$ cat src/verilog/calc_pkg.sv
// Calculator shared definitions
package calc_pkg;

  localparam int word_width_lp = 32;

  // Operand and result data
  typedef logic [word_width_lp-1:0] word_t;

  // Register file address
  typedef logic [4:0] reg_addr_t;

  typedef enum logic [2:0]
  {
    op_add  = 3'd0,
    op_sub  = 3'd1,
    op_and  = 3'd2,
    op_xor  = 3'd3,
    op_sll  = 3'd4,
    op_mul  = 3'd5,
    op_divu = 3'd6
  } calc_op_e;

  // Stage 0 is the reservation, the last stage is writeback
  localparam int comp_stages_lp = 4;

  // Stage that the multiply result is written into
  localparam int mul_stage_lp = 3;

  // Iterations of the divider at the default width
  localparam int div_cycles_lp = word_width_lp;

endpackage
$ cat src/verilog/calc_top.sv
// Integer execution calculator
`timescale 1ns/10ps

module calc_top
  import calc_pkg::*;
#(
  parameter int data_width_p = $bits(word_t)
)
(
  input  logic                      clk_i,
  input  logic                      arst_n_i,
  input  logic                      dispatch_v_i,
  input  calc_op_e                  dispatch_op_i,
  input  reg_addr_t                 dispatch_rd_i,
  input  reg_addr_t                 dispatch_rs1_addr_i,
  input  reg_addr_t                 dispatch_rs2_addr_i,
  input  logic [data_width_p-1:0]   dispatch_rs1_data_i,
  input  logic [data_width_p-1:0]   dispatch_rs2_data_i,
  output logic                      dispatch_ready_o,
  output logic                      iwb_v_o,
  output reg_addr_t                 iwb_rd_o,
  output logic [data_width_p-1:0]   iwb_data_o,
  output logic                      div_busy_o
);

  logic                                        res_v;
  calc_op_e                                    res_op;
  logic      [comp_stages_lp-1:0]              stage_wv;
  reg_addr_t [comp_stages_lp-1:0]              stage_rd;
  logic      [comp_stages_lp-1:0][data_width_p-1:0] fwd_data;
  logic      [data_width_p-1:0]                res_rs1;
  logic      [data_width_p-1:0]                res_rs2;
  logic                                        int_v;
  logic      [data_width_p-1:0]                int_data;
  logic                                        mul_v;
  logic      [data_width_p-1:0]                mul_data;
  logic                                        div_start;
  logic                                        div_grant;
  logic                                        div_done;
  logic      [data_width_p-1:0]                div_data;

  calc_ctrl u_ctrl
  (
    .clk_i            (clk_i),
    .arst_n_i         (arst_n_i),
    .dispatch_v_i     (dispatch_v_i),
    .dispatch_op_i    (dispatch_op_i),
    .dispatch_rd_i    (dispatch_rd_i),
    .div_done_i       (div_done),
    .div_busy_i       (div_busy_o),
    .dispatch_ready_o (dispatch_ready_o),
    .res_v_o          (res_v),
    .res_op_o         (res_op),
    .stage_wv_o       (stage_wv),
    .stage_rd_o       (stage_rd),
    .div_start_o      (div_start),
    .div_grant_o      (div_grant),
    .iwb_v_o          (iwb_v_o),
    .iwb_rd_o         (iwb_rd_o)
  );

  calc_operand_stage #(.data_width_p(data_width_p)) u_operand_stage
  (
    .clk_i               (clk_i),
    .dispatch_rs1_addr_i (dispatch_rs1_addr_i),
    .dispatch_rs2_addr_i (dispatch_rs2_addr_i),
    .dispatch_rs1_data_i (dispatch_rs1_data_i),
    .dispatch_rs2_data_i (dispatch_rs2_data_i),
    .stage_wv_i          (stage_wv),
    .stage_rd_i          (stage_rd),
    .fwd_data_i          (fwd_data),
    .res_rs1_o           (res_rs1),
    .res_rs2_o           (res_rs2)
  );

  calc_pipe_int #(.data_width_p(data_width_p)) u_pipe_int
  (
    .res_op_i   (res_op),
    .res_rs1_i  (res_rs1),
    .res_rs2_i  (res_rs2),
    .int_v_o    (int_v),
    .int_data_o (int_data)
  );

  calc_pipe_mul #(.data_width_p(data_width_p)) u_pipe_mul
  (
    .clk_i      (clk_i),
    .arst_n_i   (arst_n_i),
    .res_v_i    (res_v),
    .res_op_i   (res_op),
    .res_rs1_i  (res_rs1),
    .res_rs2_i  (res_rs2),
    .mul_v_o    (mul_v),
    .mul_data_o (mul_data)
  );

  calc_pipe_long #(.data_width_p(data_width_p)) u_pipe_long
  (
    .clk_i       (clk_i),
    .arst_n_i    (arst_n_i),
    .div_start_i (div_start),
    .res_rs1_i   (res_rs1),
    .res_rs2_i   (res_rs2),
    .div_grant_i (div_grant),
    .div_busy_o  (div_busy_o),
    .div_done_o  (div_done),
    .div_data_o  (div_data)
  );

  calc_comp_pipe #(.data_width_p(data_width_p)) u_comp_pipe
  (
    .clk_i       (clk_i),
    .int_v_i     (int_v),
    .int_data_i  (int_data),
    .mul_v_i     (mul_v),
    .mul_data_i  (mul_data),
    .div_grant_i (div_grant),
    .div_data_i  (div_data),
    .fwd_data_o  (fwd_data),
    .iwb_data_o  (iwb_data_o)
  );

endmodule

$ cat src/verilog/calc_comp_pipe.sv
// Completion data pipe
`timescale 1ns/10ps

module calc_comp_pipe
  import calc_pkg::*;
#(
  parameter int data_width_p = 32
)
(
  input  logic                                          clk_i,
  input  logic                                          int_v_i,
  input  logic [data_width_p-1:0]                       int_data_i,
  input  logic                                          mul_v_i,
  input  logic [data_width_p-1:0]                       mul_data_i,
  input  logic                                          div_grant_i,
  input  logic [data_width_p-1:0]                       div_data_i,
  output logic [comp_stages_lp-1:0][data_width_p-1:0]   fwd_data_o,
  output logic [data_width_p-1:0]                       iwb_data_o
);

  localparam int last_lp = comp_stages_lp - 1;

  // Stage 0 is the reservation and carries no result yet
  logic [data_width_p-1:0] stage_n [1:last_lp];
  logic [data_width_p-1:0] stage_r [1:last_lp];

  always_comb
  begin
    stage_n[1] = int_v_i ? int_data_i : '0;
    for (int i = 2; i <= last_lp; i++)
      stage_n[i] = stage_r[i-1];
    if (mul_v_i)
      stage_n[mul_stage_lp] = mul_data_i;
  end

  always_ff @(posedge clk_i)
  begin
    for (int i = 1; i <= last_lp; i++)
      stage_r[i] <= stage_n[i];
  end

  // Each stage forwards what it hands to the next one
  always_comb
  begin
    for (int i = 0; i < last_lp; i++)
      fwd_data_o[i] = stage_n[i+1];
    fwd_data_o[last_lp] = stage_r[last_lp];
  end

  assign iwb_data_o = div_grant_i ? div_data_i : stage_r[last_lp];

endmodule

$ cat src/verilog/calc_pipe_long.sv
// Iterative unsigned divider
`timescale 1ns/10ps

module calc_pipe_long
#(
  parameter int data_width_p = 32
)
(
  input  logic                      clk_i,
  input  logic                      arst_n_i,
  input  logic                      div_start_i,
  input  logic [data_width_p-1:0]   res_rs1_i,
  input  logic [data_width_p-1:0]   res_rs2_i,
  input  logic                      div_grant_i,
  output logic                      div_busy_o,
  output logic                      div_done_o,
  output logic [data_width_p-1:0]   div_data_o
);

  localparam int div_cycles    = data_width_p;
  localparam int cnt_width_lp  = $clog2(div_cycles);

  typedef enum logic [1:0] {div_idle, div_run, div_hold} div_state_e;

  div_state_e              state_r;
  logic [cnt_width_lp-1:0] cnt_r;
  logic [data_width_p-1:0] rem_r;
  logic [data_width_p-1:0] quo_r;
  logic [data_width_p-1:0] dsr_r;
  logic [data_width_p:0]   rem_sh;
  logic [data_width_p:0]   diff;

  always_ff @(posedge clk_i or negedge arst_n_i)
  begin
    if (!arst_n_i)
    begin
      state_r <= div_idle;
      cnt_r   <= '0;
    end
    else
    begin
      case (state_r)
        div_idle:
          if (div_start_i)
          begin
            state_r <= div_run;
            cnt_r   <= '0;
          end
        div_run:
        begin
          cnt_r <= cnt_r + 1'b1;
          if (cnt_r == cnt_width_lp'(div_cycles - 1))
            state_r <= div_hold;
        end
        // Result waits here for a free writeback slot
        default:
          if (div_grant_i)
            state_r <= div_idle;
      endcase
    end
  end

  // One quotient bit per cycle, shift then trial subtract
  assign rem_sh = {rem_r, quo_r[data_width_p-1]};
  assign diff   = rem_sh - {1'b0, dsr_r};

  always_ff @(posedge clk_i)
  begin
    if (state_r == div_idle && div_start_i)
    begin
      rem_r <= '0;
      quo_r <= res_rs1_i;
      dsr_r <= res_rs2_i;
    end
    else if (state_r == div_run)
    begin
      rem_r <= diff[data_width_p] ? rem_sh[data_width_p-1:0] : diff[data_width_p-1:0];
      quo_r <= {quo_r[data_width_p-2:0], ~diff[data_width_p]};
    end
  end

  // A zero divisor never borrows, so every quotient bit comes out set
  assign div_busy_o = (state_r != div_idle) | div_start_i;
  assign div_done_o = (state_r == div_hold);
  assign div_data_o = quo_r;

endmodule

$ cat src/verilog/calc_pipe_mul.sv
// Two stage multiply pipe
`timescale 1ns/10ps

module calc_pipe_mul
  import calc_pkg::*;
#(
  parameter int data_width_p = 32
)
(
  input  logic                      clk_i,
  input  logic                      arst_n_i,
  input  logic                      res_v_i,
  input  calc_op_e                  res_op_i,
  input  logic [data_width_p-1:0]   res_rs1_i,
  input  logic [data_width_p-1:0]   res_rs2_i,
  output logic                      mul_v_o,
  output logic [data_width_p-1:0]   mul_data_o
);

  logic                    opd_v_r;
  logic [data_width_p-1:0] opd_a_r;
  logic [data_width_p-1:0] opd_b_r;
  logic                    prod_v_r;
  logic [data_width_p-1:0] prod_r;

  always_ff @(posedge clk_i or negedge arst_n_i)
  begin
    if (!arst_n_i)
    begin
      opd_v_r  <= 1'b0;
      prod_v_r <= 1'b0;
    end
    else
    begin
      opd_v_r  <= res_v_i & (res_op_i == op_mul);
      prod_v_r <= opd_v_r;
    end
  end

  // Low half only, the product is truncated to the result width
  always_ff @(posedge clk_i)
  begin
    opd_a_r <= res_rs1_i;
    opd_b_r <= res_rs2_i;
    prod_r  <= opd_a_r * opd_b_r;
  end

  assign mul_v_o    = prod_v_r;
  assign mul_data_o = prod_r;

endmodule

$ cat src/verilog/calc_pipe_int.sv
// Single cycle integer ALU
`timescale 1ns/10ps

module calc_pipe_int
  import calc_pkg::*;
#(
  parameter int data_width_p = 32
)
(
  input  calc_op_e                  res_op_i,
  input  logic [data_width_p-1:0]   res_rs1_i,
  input  logic [data_width_p-1:0]   res_rs2_i,
  output logic                      int_v_o,
  output logic [data_width_p-1:0]   int_data_o
);

  localparam int shamt_width_lp = $clog2(data_width_p);

  logic [shamt_width_lp-1:0] shamt;

  assign shamt = res_rs2_i[shamt_width_lp-1:0];

  always_comb
  begin
    int_v_o = 1'b1;
    case (res_op_i)
      op_add:  int_data_o = res_rs1_i + res_rs2_i;
      op_sub:  int_data_o = res_rs1_i - res_rs2_i;
      op_and:  int_data_o = res_rs1_i & res_rs2_i;
      op_xor:  int_data_o = res_rs1_i ^ res_rs2_i;
      op_sll:  int_data_o = res_rs1_i << shamt;
      default:
      begin
        // Multiply and divide belong to the other pipes
        int_v_o    = 1'b0;
        int_data_o = '0;
      end
    endcase
  end

endmodule

$ cat src/verilog/calc_operand_stage.sv
// Operand bypass and reservation
`timescale 1ns/10ps

module calc_operand_stage
  import calc_pkg::*;
#(
  parameter int data_width_p = 32
)
(
  input  logic                                         clk_i,
  input  reg_addr_t                                    dispatch_rs1_addr_i,
  input  reg_addr_t                                    dispatch_rs2_addr_i,
  input  logic      [data_width_p-1:0]                 dispatch_rs1_data_i,
  input  logic      [data_width_p-1:0]                 dispatch_rs2_data_i,
  input  logic      [comp_stages_lp-1:0]               stage_wv_i,
  input  reg_addr_t [comp_stages_lp-1:0]               stage_rd_i,
  input  logic      [comp_stages_lp-1:0][data_width_p-1:0] fwd_data_i,
  output logic      [data_width_p-1:0]                 res_rs1_o,
  output logic      [data_width_p-1:0]                 res_rs2_o
);

  logic [data_width_p-1:0] rs1_n;
  logic [data_width_p-1:0] rs2_n;

  // Walk from oldest to youngest so the youngest match wins
  always_comb
  begin
    rs1_n = dispatch_rs1_data_i;
    rs2_n = dispatch_rs2_data_i;
    for (int i = comp_stages_lp - 1; i >= 0; i--)
    begin
      if (stage_wv_i[i] && stage_rd_i[i] == dispatch_rs1_addr_i)
        rs1_n = fwd_data_i[i];
      if (stage_wv_i[i] && stage_rd_i[i] == dispatch_rs2_addr_i)
        rs2_n = fwd_data_i[i];
    end
  end

  always_ff @(posedge clk_i)
  begin
    res_rs1_o <= rs1_n;
    res_rs2_o <= rs2_n;
  end

endmodule

$ cat src/verilog/calc_ctrl.sv
// Issue and completion control
`timescale 1ns/10ps

module calc_ctrl
  import calc_pkg::*;
(
  input  logic                                 clk_i,
  input  logic                                 arst_n_i,
  input  logic                                 dispatch_v_i,
  input  calc_op_e                             dispatch_op_i,
  input  reg_addr_t                            dispatch_rd_i,
  input  logic                                 div_done_i,
  input  logic                                 div_busy_i,
  output logic                                 dispatch_ready_o,
  output logic                                 res_v_o,
  output calc_op_e                             res_op_o,
  output logic      [comp_stages_lp-1:0]       stage_wv_o,
  output reg_addr_t [comp_stages_lp-1:0]       stage_rd_o,
  output logic                                 div_start_o,
  output logic                                 div_grant_o,
  output logic                                 iwb_v_o,
  output reg_addr_t                            iwb_rd_o
);

  localparam int last_lp = comp_stages_lp - 1;

  logic                                 accept;
  logic      [comp_stages_lp-1:0]       stage_v_r;
  logic      [comp_stages_lp-1:0]       stage_we_r;
  reg_addr_t [comp_stages_lp-1:0]       stage_rd_r;
  calc_op_e                             res_op_r;
  reg_addr_t                            div_rd_r;

  // Only a second divide is held off, other ops always issue
  assign dispatch_ready_o = ~(div_busy_i & (dispatch_op_i == op_divu));
  assign accept           = dispatch_v_i & dispatch_ready_o;

  always_ff @(posedge clk_i or negedge arst_n_i)
  begin
    if (!arst_n_i)
    begin
      stage_v_r <= '0;
      res_op_r  <= op_add;
    end
    else
    begin
      stage_v_r <= {stage_v_r[last_lp-1:0], accept};
      if (accept)
        res_op_r <= dispatch_op_i;
    end
  end

  // Divides write back later through the grant
  always_ff @(posedge clk_i)
  begin
    stage_we_r    <= {stage_we_r[last_lp-1:0], dispatch_op_i != op_divu};
    stage_rd_r[0] <= dispatch_rd_i;
    for (int i = 1; i < comp_stages_lp; i++)
      stage_rd_r[i] <= stage_rd_r[i-1];
    if (accept && dispatch_op_i == op_divu)
      div_rd_r <= dispatch_rd_i;
  end

  assign stage_wv_o  = stage_v_r & stage_we_r;
  assign stage_rd_o  = stage_rd_r;
  assign res_v_o     = stage_v_r[0];
  assign res_op_o    = res_op_r;
  assign div_start_o = stage_v_r[0] & (res_op_r == op_divu);

  // Divide result takes the writeback slot only when the static pipe leaves it empty
  assign div_grant_o = div_done_i & ~stage_wv_o[last_lp];
  assign iwb_v_o     = stage_wv_o[last_lp] | div_grant_o;
  assign iwb_rd_o    = div_grant_o ? div_rd_r : stage_rd_r[last_lp];

endmodule

$ cat config.mk
export PLATFORM = sky130hd
export DESIGN_NAME = calc_top
export DESIGN_NICKNAME = d
export VERILOG_FILES = /design/src/verilog/calc_pkg.sv /design/src/verilog/calc_top.sv /design/src/verilog/calc_comp_pipe.sv /design/src/verilog/calc_pipe_long.sv /design/src/verilog/calc_pipe_mul.sv /design/src/verilog/calc_pipe_int.sv /design/src/verilog/calc_operand_stage.sv /design/src/verilog/calc_ctrl.sv
export SDC_FILE = /design/constraint.sdc
export NUM_CORES = 2
export LEC_CHECK = 0
export ABC_CLOCK_PERIOD_IN_PS = 11400
export BUFFER_PORTS_ARGS = -buffer_cell sky130_fd_sc_hd__buf_2
export CAP_MARGIN = 20
export CORE_MARGIN = 2
export CORE_UTILIZATION = 40
export CTS_CLUSTER_SIZE = 40
export DETAILED_ROUTE_END_ITERATION = 12
export SETUP_SLACK_MARGIN = 0.2
export SYNTH_ARGS = -nofsm -noshare
export SYNTH_HDL_FRONTEND = slang
export SYNTH_SLANG_ARGS = --single-unit
$ cat constraint.sdc
create_clock -name clk_i -period 11.4 [get_ports clk_i]
set_clock_uncertainty 0.2 [all_clocks]
set_input_delay 0.57 -clock clk_i [delete_from_list [all_inputs] [get_ports clk_i]]
set_output_delay 0.57 -clock clk_i [all_outputs]
set_load 0.01 [all_outputs]
=== Word level (Yosys, flattened, before mapping) ===
Memory sizes are Yosys's and may differ from the RTL's.
Index checks and enable logic that the tools add are counted.
Widths: inputs -> output; s select.

* Add/subtract/negate cells: 4
* Shift-type cells: 1
* Muxes and demuxes: 23
* Reductions and logical operators: 19
* Multipliers: 1
* Eq/ne operators: 21
* Bitwise operators: 13

{| class="wikitable"
|+ Operators by type and width
! kind !! count
|-
| $mux 32 || 14
|-
| $pmux 32 s5 || 1
|-
| $eq 5x5->1 || 8
|-
| $sub 33x32->33 || 1
|-
| $add 32x32->32 || 1
|-
| $and 32x32->32 || 1
|-
| $mul 32x32->32 || 1
|-
| $shl 32x5->32 || 1
|-
| $sub 32x32->32 || 1
|-
| $xor 32x32->32 || 1
|-
| $eq 3x3->1 const B || 4
|-
| $logic_and 1x1->1 || 10
|-
| $mux 5 || 2
|-
| $pmux 5 s2 || 1
|-
| $eq 3x2->1 const B || 2
|-
| $mux 2 || 3
|-
| $reduce_bool 2->1 || 3
|-
| $add 5x1->5 const B || 1
|-
| $and 1x1->1 || 5
|-
| $eq 5x5->1 const B || 1
|-
| $reduce_or 5->1 || 1
|-
| $and 4x4->4 || 1
|-
| $ne 2x1->1 const B || 2
|-
| $pmux 2 s2 || 1
|-
| 12 further kinds || 15
|}

* Word-level logic and storage cells: 103
* RAM bits: 96
* Flip-flop bits (word level): 301
* Memories kept: 1
* Input bits: 85
* Output and inout port bits: 40

{| class="wikitable"
|+ Memories
! memory !! words !! width !! read ports !! clocked after memory_dff !! wr ports !! RTL line !! source
|-
| u_comp_pipe.stage_r || 3 || 32 || 3 || 0 || 3 || calc_comp_pipe.sv:25 || <nowiki>logic [data_width_p-1:0] stage_r [1:last_lp];</nowiki>
|}

=== Depth between registers and ports, before layout ===
* Depth in word-level cells: 7
* Gate-level depth with buffers: 28
* Mapped depth without buffers: 26

=== By module ===
From an unflattened synthesis, not the netlist that was laid out.

* Cell total of the unflattened synthesis: 3,973
* Area total of the unflattened synthesis: 37,811.3 um^2

{| class="wikitable"
|+ Modules (own cells, without submodules)
! module !! instances !! cells an instance !! sequential area each (um^2) !! area each (um^2)
|-
| calc_pipe_mul || 1 || 1,810 || 1,971.9 || 17,740.8
|-
| calc_pipe_long || 1 || 647 || 2,737.6 || 5,964.5
|-
| calc_pipe_int || 1 || 716 || 0.0 || 5,185.0
|-
| calc_operand_stage || 1 || 471 || 1,281.2 || 4,197.8
|-
| calc_comp_pipe || 1 || 267 || 1,921.8 || 3,702.3
|-
| calc_ctrl || 1 || 62 || 805.8 || 1,021.0
|}

=== Least setup slack after synthesis ===
Ideal clock, no wire load.

* Path kind: register to register
* Start point: reg u_pipe_mul.opd_b_r[3]
* End point: reg u_pipe_mul.prod_r[29] (netlist: u_pipe_mul.mul_data_o[29])
* Period minus slack after synthesis: 7.024 ns
* Setup slack: 4.376 ns
* Required time: 11.128 ns
* Buffers on the path: 2
* Stages on the path, launching flop included: 27
* Arrival: 6.752 ns
* Cell sequence: dfxtp_1 -> clkbuf_1 -> clkbuf_1 -> and2_1 -> fa_1 -> inv_1 -> fa_1 -> fa_1 -> fa_1 -> inv_1 -> fa_1 -> inv_1 -> fa_1 -> inv_1 -> fa_1 -> fa_1 -> ha_1 -> nor2_1 -> nor2b_1 -> o21ai_0 -> nand2b_1 -> a31oi_1 -> o21ai_0 -> o41ai_1 -> o21a_1 -> nor2b_1 -> xnor2_1

* Word-level cells in the longest chain between the ends: 1

{| class="wikitable"
|+ RTL lines
! element !! RTL line !! source
|-
| start: declaration || calc_pipe_mul.sv:22 || <nowiki>logic [data_width_p-1:0] opd_b_r;</nowiki>
|-
| start signal: assignment || calc_pipe_mul.sv:44 || <nowiki>opd_b_r <= res_rs2_i;</nowiki>
|-
| $mul 32x32->32 || calc_pipe_mul.sv:45 || <nowiki>prod_r <= opd_a_r * opd_b_r;</nowiki>
|-
| end signal: assignment || calc_pipe_mul.sv:45 ||
|-
| end: declaration || calc_pipe_mul.sv:24 || <nowiki>logic [data_width_p-1:0] prod_r;</nowiki>
|}

Every way passes these cells.
A chain may end at the register's enable or synchronous reset.

=== Worst setup path in the final report ===
* Start point: reg u_pipe_mul.opd_b_r[9]
* End point: reg u_pipe_mul.prod_r[29] (netlist: u_pipe_mul.mul_data_o[29])

The elaborated chain is that of the path after synthesis.

==> results by group <==
Run status
  • Status: finished clean

Finish
  • Nets: about 4600
  • Area grow syn2layout: 9.04%
  • Share of cells above drive strength 1: 0.0929
  • Register area: 8720 sq um
  • Fillers: 8761
  • Multi-input logic area: ~25000 sq um

Synthesis
  • Post-synthesis xor/xnor area fraction: 0.0496
  • Synthesized net count: about 4600
  • Post-Syn Instances: 3867
  • Post-synth EDFFs: between 60 and 70
  • Synth Flop Type: dfxtp_1
  • Simple-gate share of the synthesized area: 0.152
  • Top cells by area in the synthesized netlist: fa_1, dfxtp_1, ha_1
  • Adder-cell area share of the yosys netlist: 0.306
  • Ys async rst share: 0.0403
  • Flops & latches, synth: 397
  • Top-area cell type share of the netlist area: 0.229
  • Post-synthesis mux area share: 0.0675
  • Count leader, synth: nand2_1
  • Sequential area share after synthesis: 0.243
  • Syn avg cell area: 9.28 sq um
  • Complex-gate fraction of the synthesized area: 0.113
  • Largest family of logic cells by synthesized area: adder cells
  • Commonest cells post-synth: nand2_1, inv_1, fa_1
  • Synth Cell Area: around 36000 sq um
  • Cell taking the most area after synthesis: fa_1
  • Syn. warnings: 0
  • Yosys cell types: 80

Worst setup path
  • Arrival @ worst endpoint: 8420 ps
  • Required time of the critical path: 11690 ps
  • Startpoint types: flop
  • CP Class: flop to flop
  • Critical path peak fanout: 23
  • Critical path endpoint category: flop

CTS
  • CTS Buf Count: 43
  • Clk Latency, worst-skew pair: 590 ps
  • H-tree depth: 2
  • CTS tree: built
  • Reg clk slew, reported paths: 60 ps
  • TritonCTS Sinks: 397
  • Post-cts sizing count: 0
  • Max clock buf depth: 3
  • Clk root buf: clkbuf_16

Die
  • Full die area: 92100 sq um
  • Area of the core: 88600 sq um
  • Die X: between 300 and 400 um
  • Initial Util: 0.405
  • Die Height: ~300 um
  • Site Rows: 109
  • IO Count: 125

Placed design
  • Buffers added on ports: 124
  • HPWL after DPL: 81.9 mm
  • Final Wtd Congestion: 0.983

Min path
  • Worst min path class: input port to flop

Detailed routing
  • Number of vias per cell: 5.33
  • Via Count: approximately 27000
  • # DRC: 0
  • Total wire length: about 110 mm
  • Drt wl/cell: 20.9 um
  • Antenna Nets Post-Route: 0
  • Iteration-0 DRC Markers: 1874
  • First-pass DRT Iterations: 5

Timing
  • Fin crit share: 0.713
  • Slew HR: 0.343
  • Unrepaired setup endpoints after global routing: no
  • Max Fclk: 0.123 GHz
  • Setup TNS: 0 ps
  • Hold Violations, Final: 0
  • Minimum clock period: 8120 ps
  • Worst slew pin tran: 975 ps
  • Max-slew violations: 0
  • Final Setup Violations: 0

Global route
  • Met1 usage: 0.320
  • Global route overflow: 0
  • First-pass GRT wire length: 167 mm
  • Initial antenna violation count: 6
  • GRT busiest layer: met2
  • Largest net degree at the start of global routing: 67
  • GR Util All Layers: 0.236
  • Number of global-route vias before repair: 27900
  • Met3 GRT Util: 0.0315
  • Met2 Use GR: 0.393

Flow run
  • Max_cap viols: 0
==> final timing paths <==
kind / from / to / slack [ps] / cells past startpoint
worst max-delay path: u_pipe_mul.opd_b_r[9] / u_pipe_mul.mul_data_o[29] / 3280 / 25
worst min-delay path: dispatch_op_i[0] / u_ctrl.res_op_o[0] / 20 / 2
worst max register to register: u_pipe_mul.opd_b_r[9] / u_pipe_mul.mul_data_o[29] / 3280 / 25
worst min register to register: u_pipe_mul.opd_v_r / u_pipe_mul.mul_v_o / 150 / 0
max in group asynchronous: arst_n_i / u_pipe_long.cnt_r[1] / 10490 / 2
min in group asynchronous: arst_n_i / u_ctrl.stage_v_r[1] / 240 / 2
==> layout by cell type (no fill, tap or decap), types with 10 or more instances in the layout <==
| cell | n |
|---|---|
| dfxtp_1 | 310 |
| buf_2 | 124 |
| a211oi_1 | 88 |
| mux4_2 | 15 |
| inv_1 | 450 |
| mux2_2 | 81 |
| nor3_1 | 25 |
| xor2_1 | 65 |
| o21bai_1 | 12 |
| edfxtp_1 | 69 |
| clkbuf_1 | 12 |
| a21o_1 | 35 |
| o21ai_0 | 169 |
| fa_1 | 410 |
| nand4_1 | 18 |
| ha_1 | 222 |
| buf_4 | 56 |
| xnor2_1 | 138 |
| clkinv_2 | 10 |
| mux2i_1 | 117 |
| dfrtp_1 | 16 |
| nand2_1 | 463 |
| nor2b_1 | 20 |
| and2_1 | 351 |
| nand2b_1 | 11 |
| nand3_1 | 23 |
| a21oi_1 | 194 |
| o21a_1 | 18 |
| o31ai_1 | 15 |
| clkbuf_16 | 45 |
| nor2_1 | 156 |
| a22oi_1 | 16 |
==> metrics by stage <==
step	worst slack, ps	area (sq um)	hold slack, ps	instances	utilization
5_1_grt	2930	39100	36.5	5105	0.441
3_3_place_gp	3530	37600	136	5015	0.425
3_5_place_dp	3360	37600	136	5015	0.425
2_1_floorplan	4380	35900	74.4	3867	-
4_1_cts	3290	39100	4.49	5103	0.441
6_report	3280	39100	24.3	5107	0.441
==> worst max-delay path: stages (launching register included) <==
cell	delay (ps)
dfxtp_1	890
nand2_1	220
fa_1	460
inv_1	90
fa_1	440
fa_1	520
inv_1	50
fa_1	470
inv_1	60
fa_1	500
inv_1	60
fa_1	540
inv_1	50
fa_1	510
fa_1	460
ha_1	340
nor2_1	150
nor2b_1	70
o21ai_0	150
nand2b_1	120
a31oi_1	180
o21ai_0	200
o41ai_1	750
o21a_1	250
nor2b_1	170
xnor2_1	140
==> metal layers <==
layer	vias up	routed length, um
met5	-	0
met4	0	2950
met3	155	6300
met2	834	50600
met1	13500	47100
li1	12800	-
==> kinds of logic after synthesis <==
logic type      after synthesis
compound gates              647
simple gates               1123
buf+inv                     652
xor+xnor                    203
fa+ha+maj                   632
mux                         213
flops                       397
==> state kept, by name, summed over array words and instances (netlist names), 5 cells and up <==
signal and count:
u_comp_pipe.stage_r 96, u_operand_stage.res_rs1_o 32, u_operand_stage.res_rs2_o 32, u_pipe_long.div_data_o 32, u_pipe_long.dsr_r 32, u_pipe_long.rem_r 32, u_pipe_mul.mul_data_o 32, u_pipe_mul.opd_a_r 32
u_pipe_mul.opd_b_r 32, u_ctrl.stage_rd_o 20, u_ctrl.div_rd_r 5, u_pipe_long.cnt_r 5
==> final cells by class <==
| cell class | instances | share of cell area |
|---|---|---|
| multi-input cells | 2818 | 0.632 |
| diodes | 4 | 0.000256 |
| flip-flops and latches | 397 | 0.223 |
| well taps | 1165 | 0.0373 |
| clock inverters | 17 | 0.00365 |
| clock buffers | 63 | 0.0320 |
| inverters | 455 | 0.0437 |
| repair buffers | 188 | 0.0287 |
==> timing repair <==
action / CTS / global route
setup buffers: 0 / 0
endpoints found under the hold margin: 28 / 0
hold buffers: 8 / 0
Power is not shown: default switching activity piles up to over one toggle a cycle in this logic, so the estimate is an artifact.
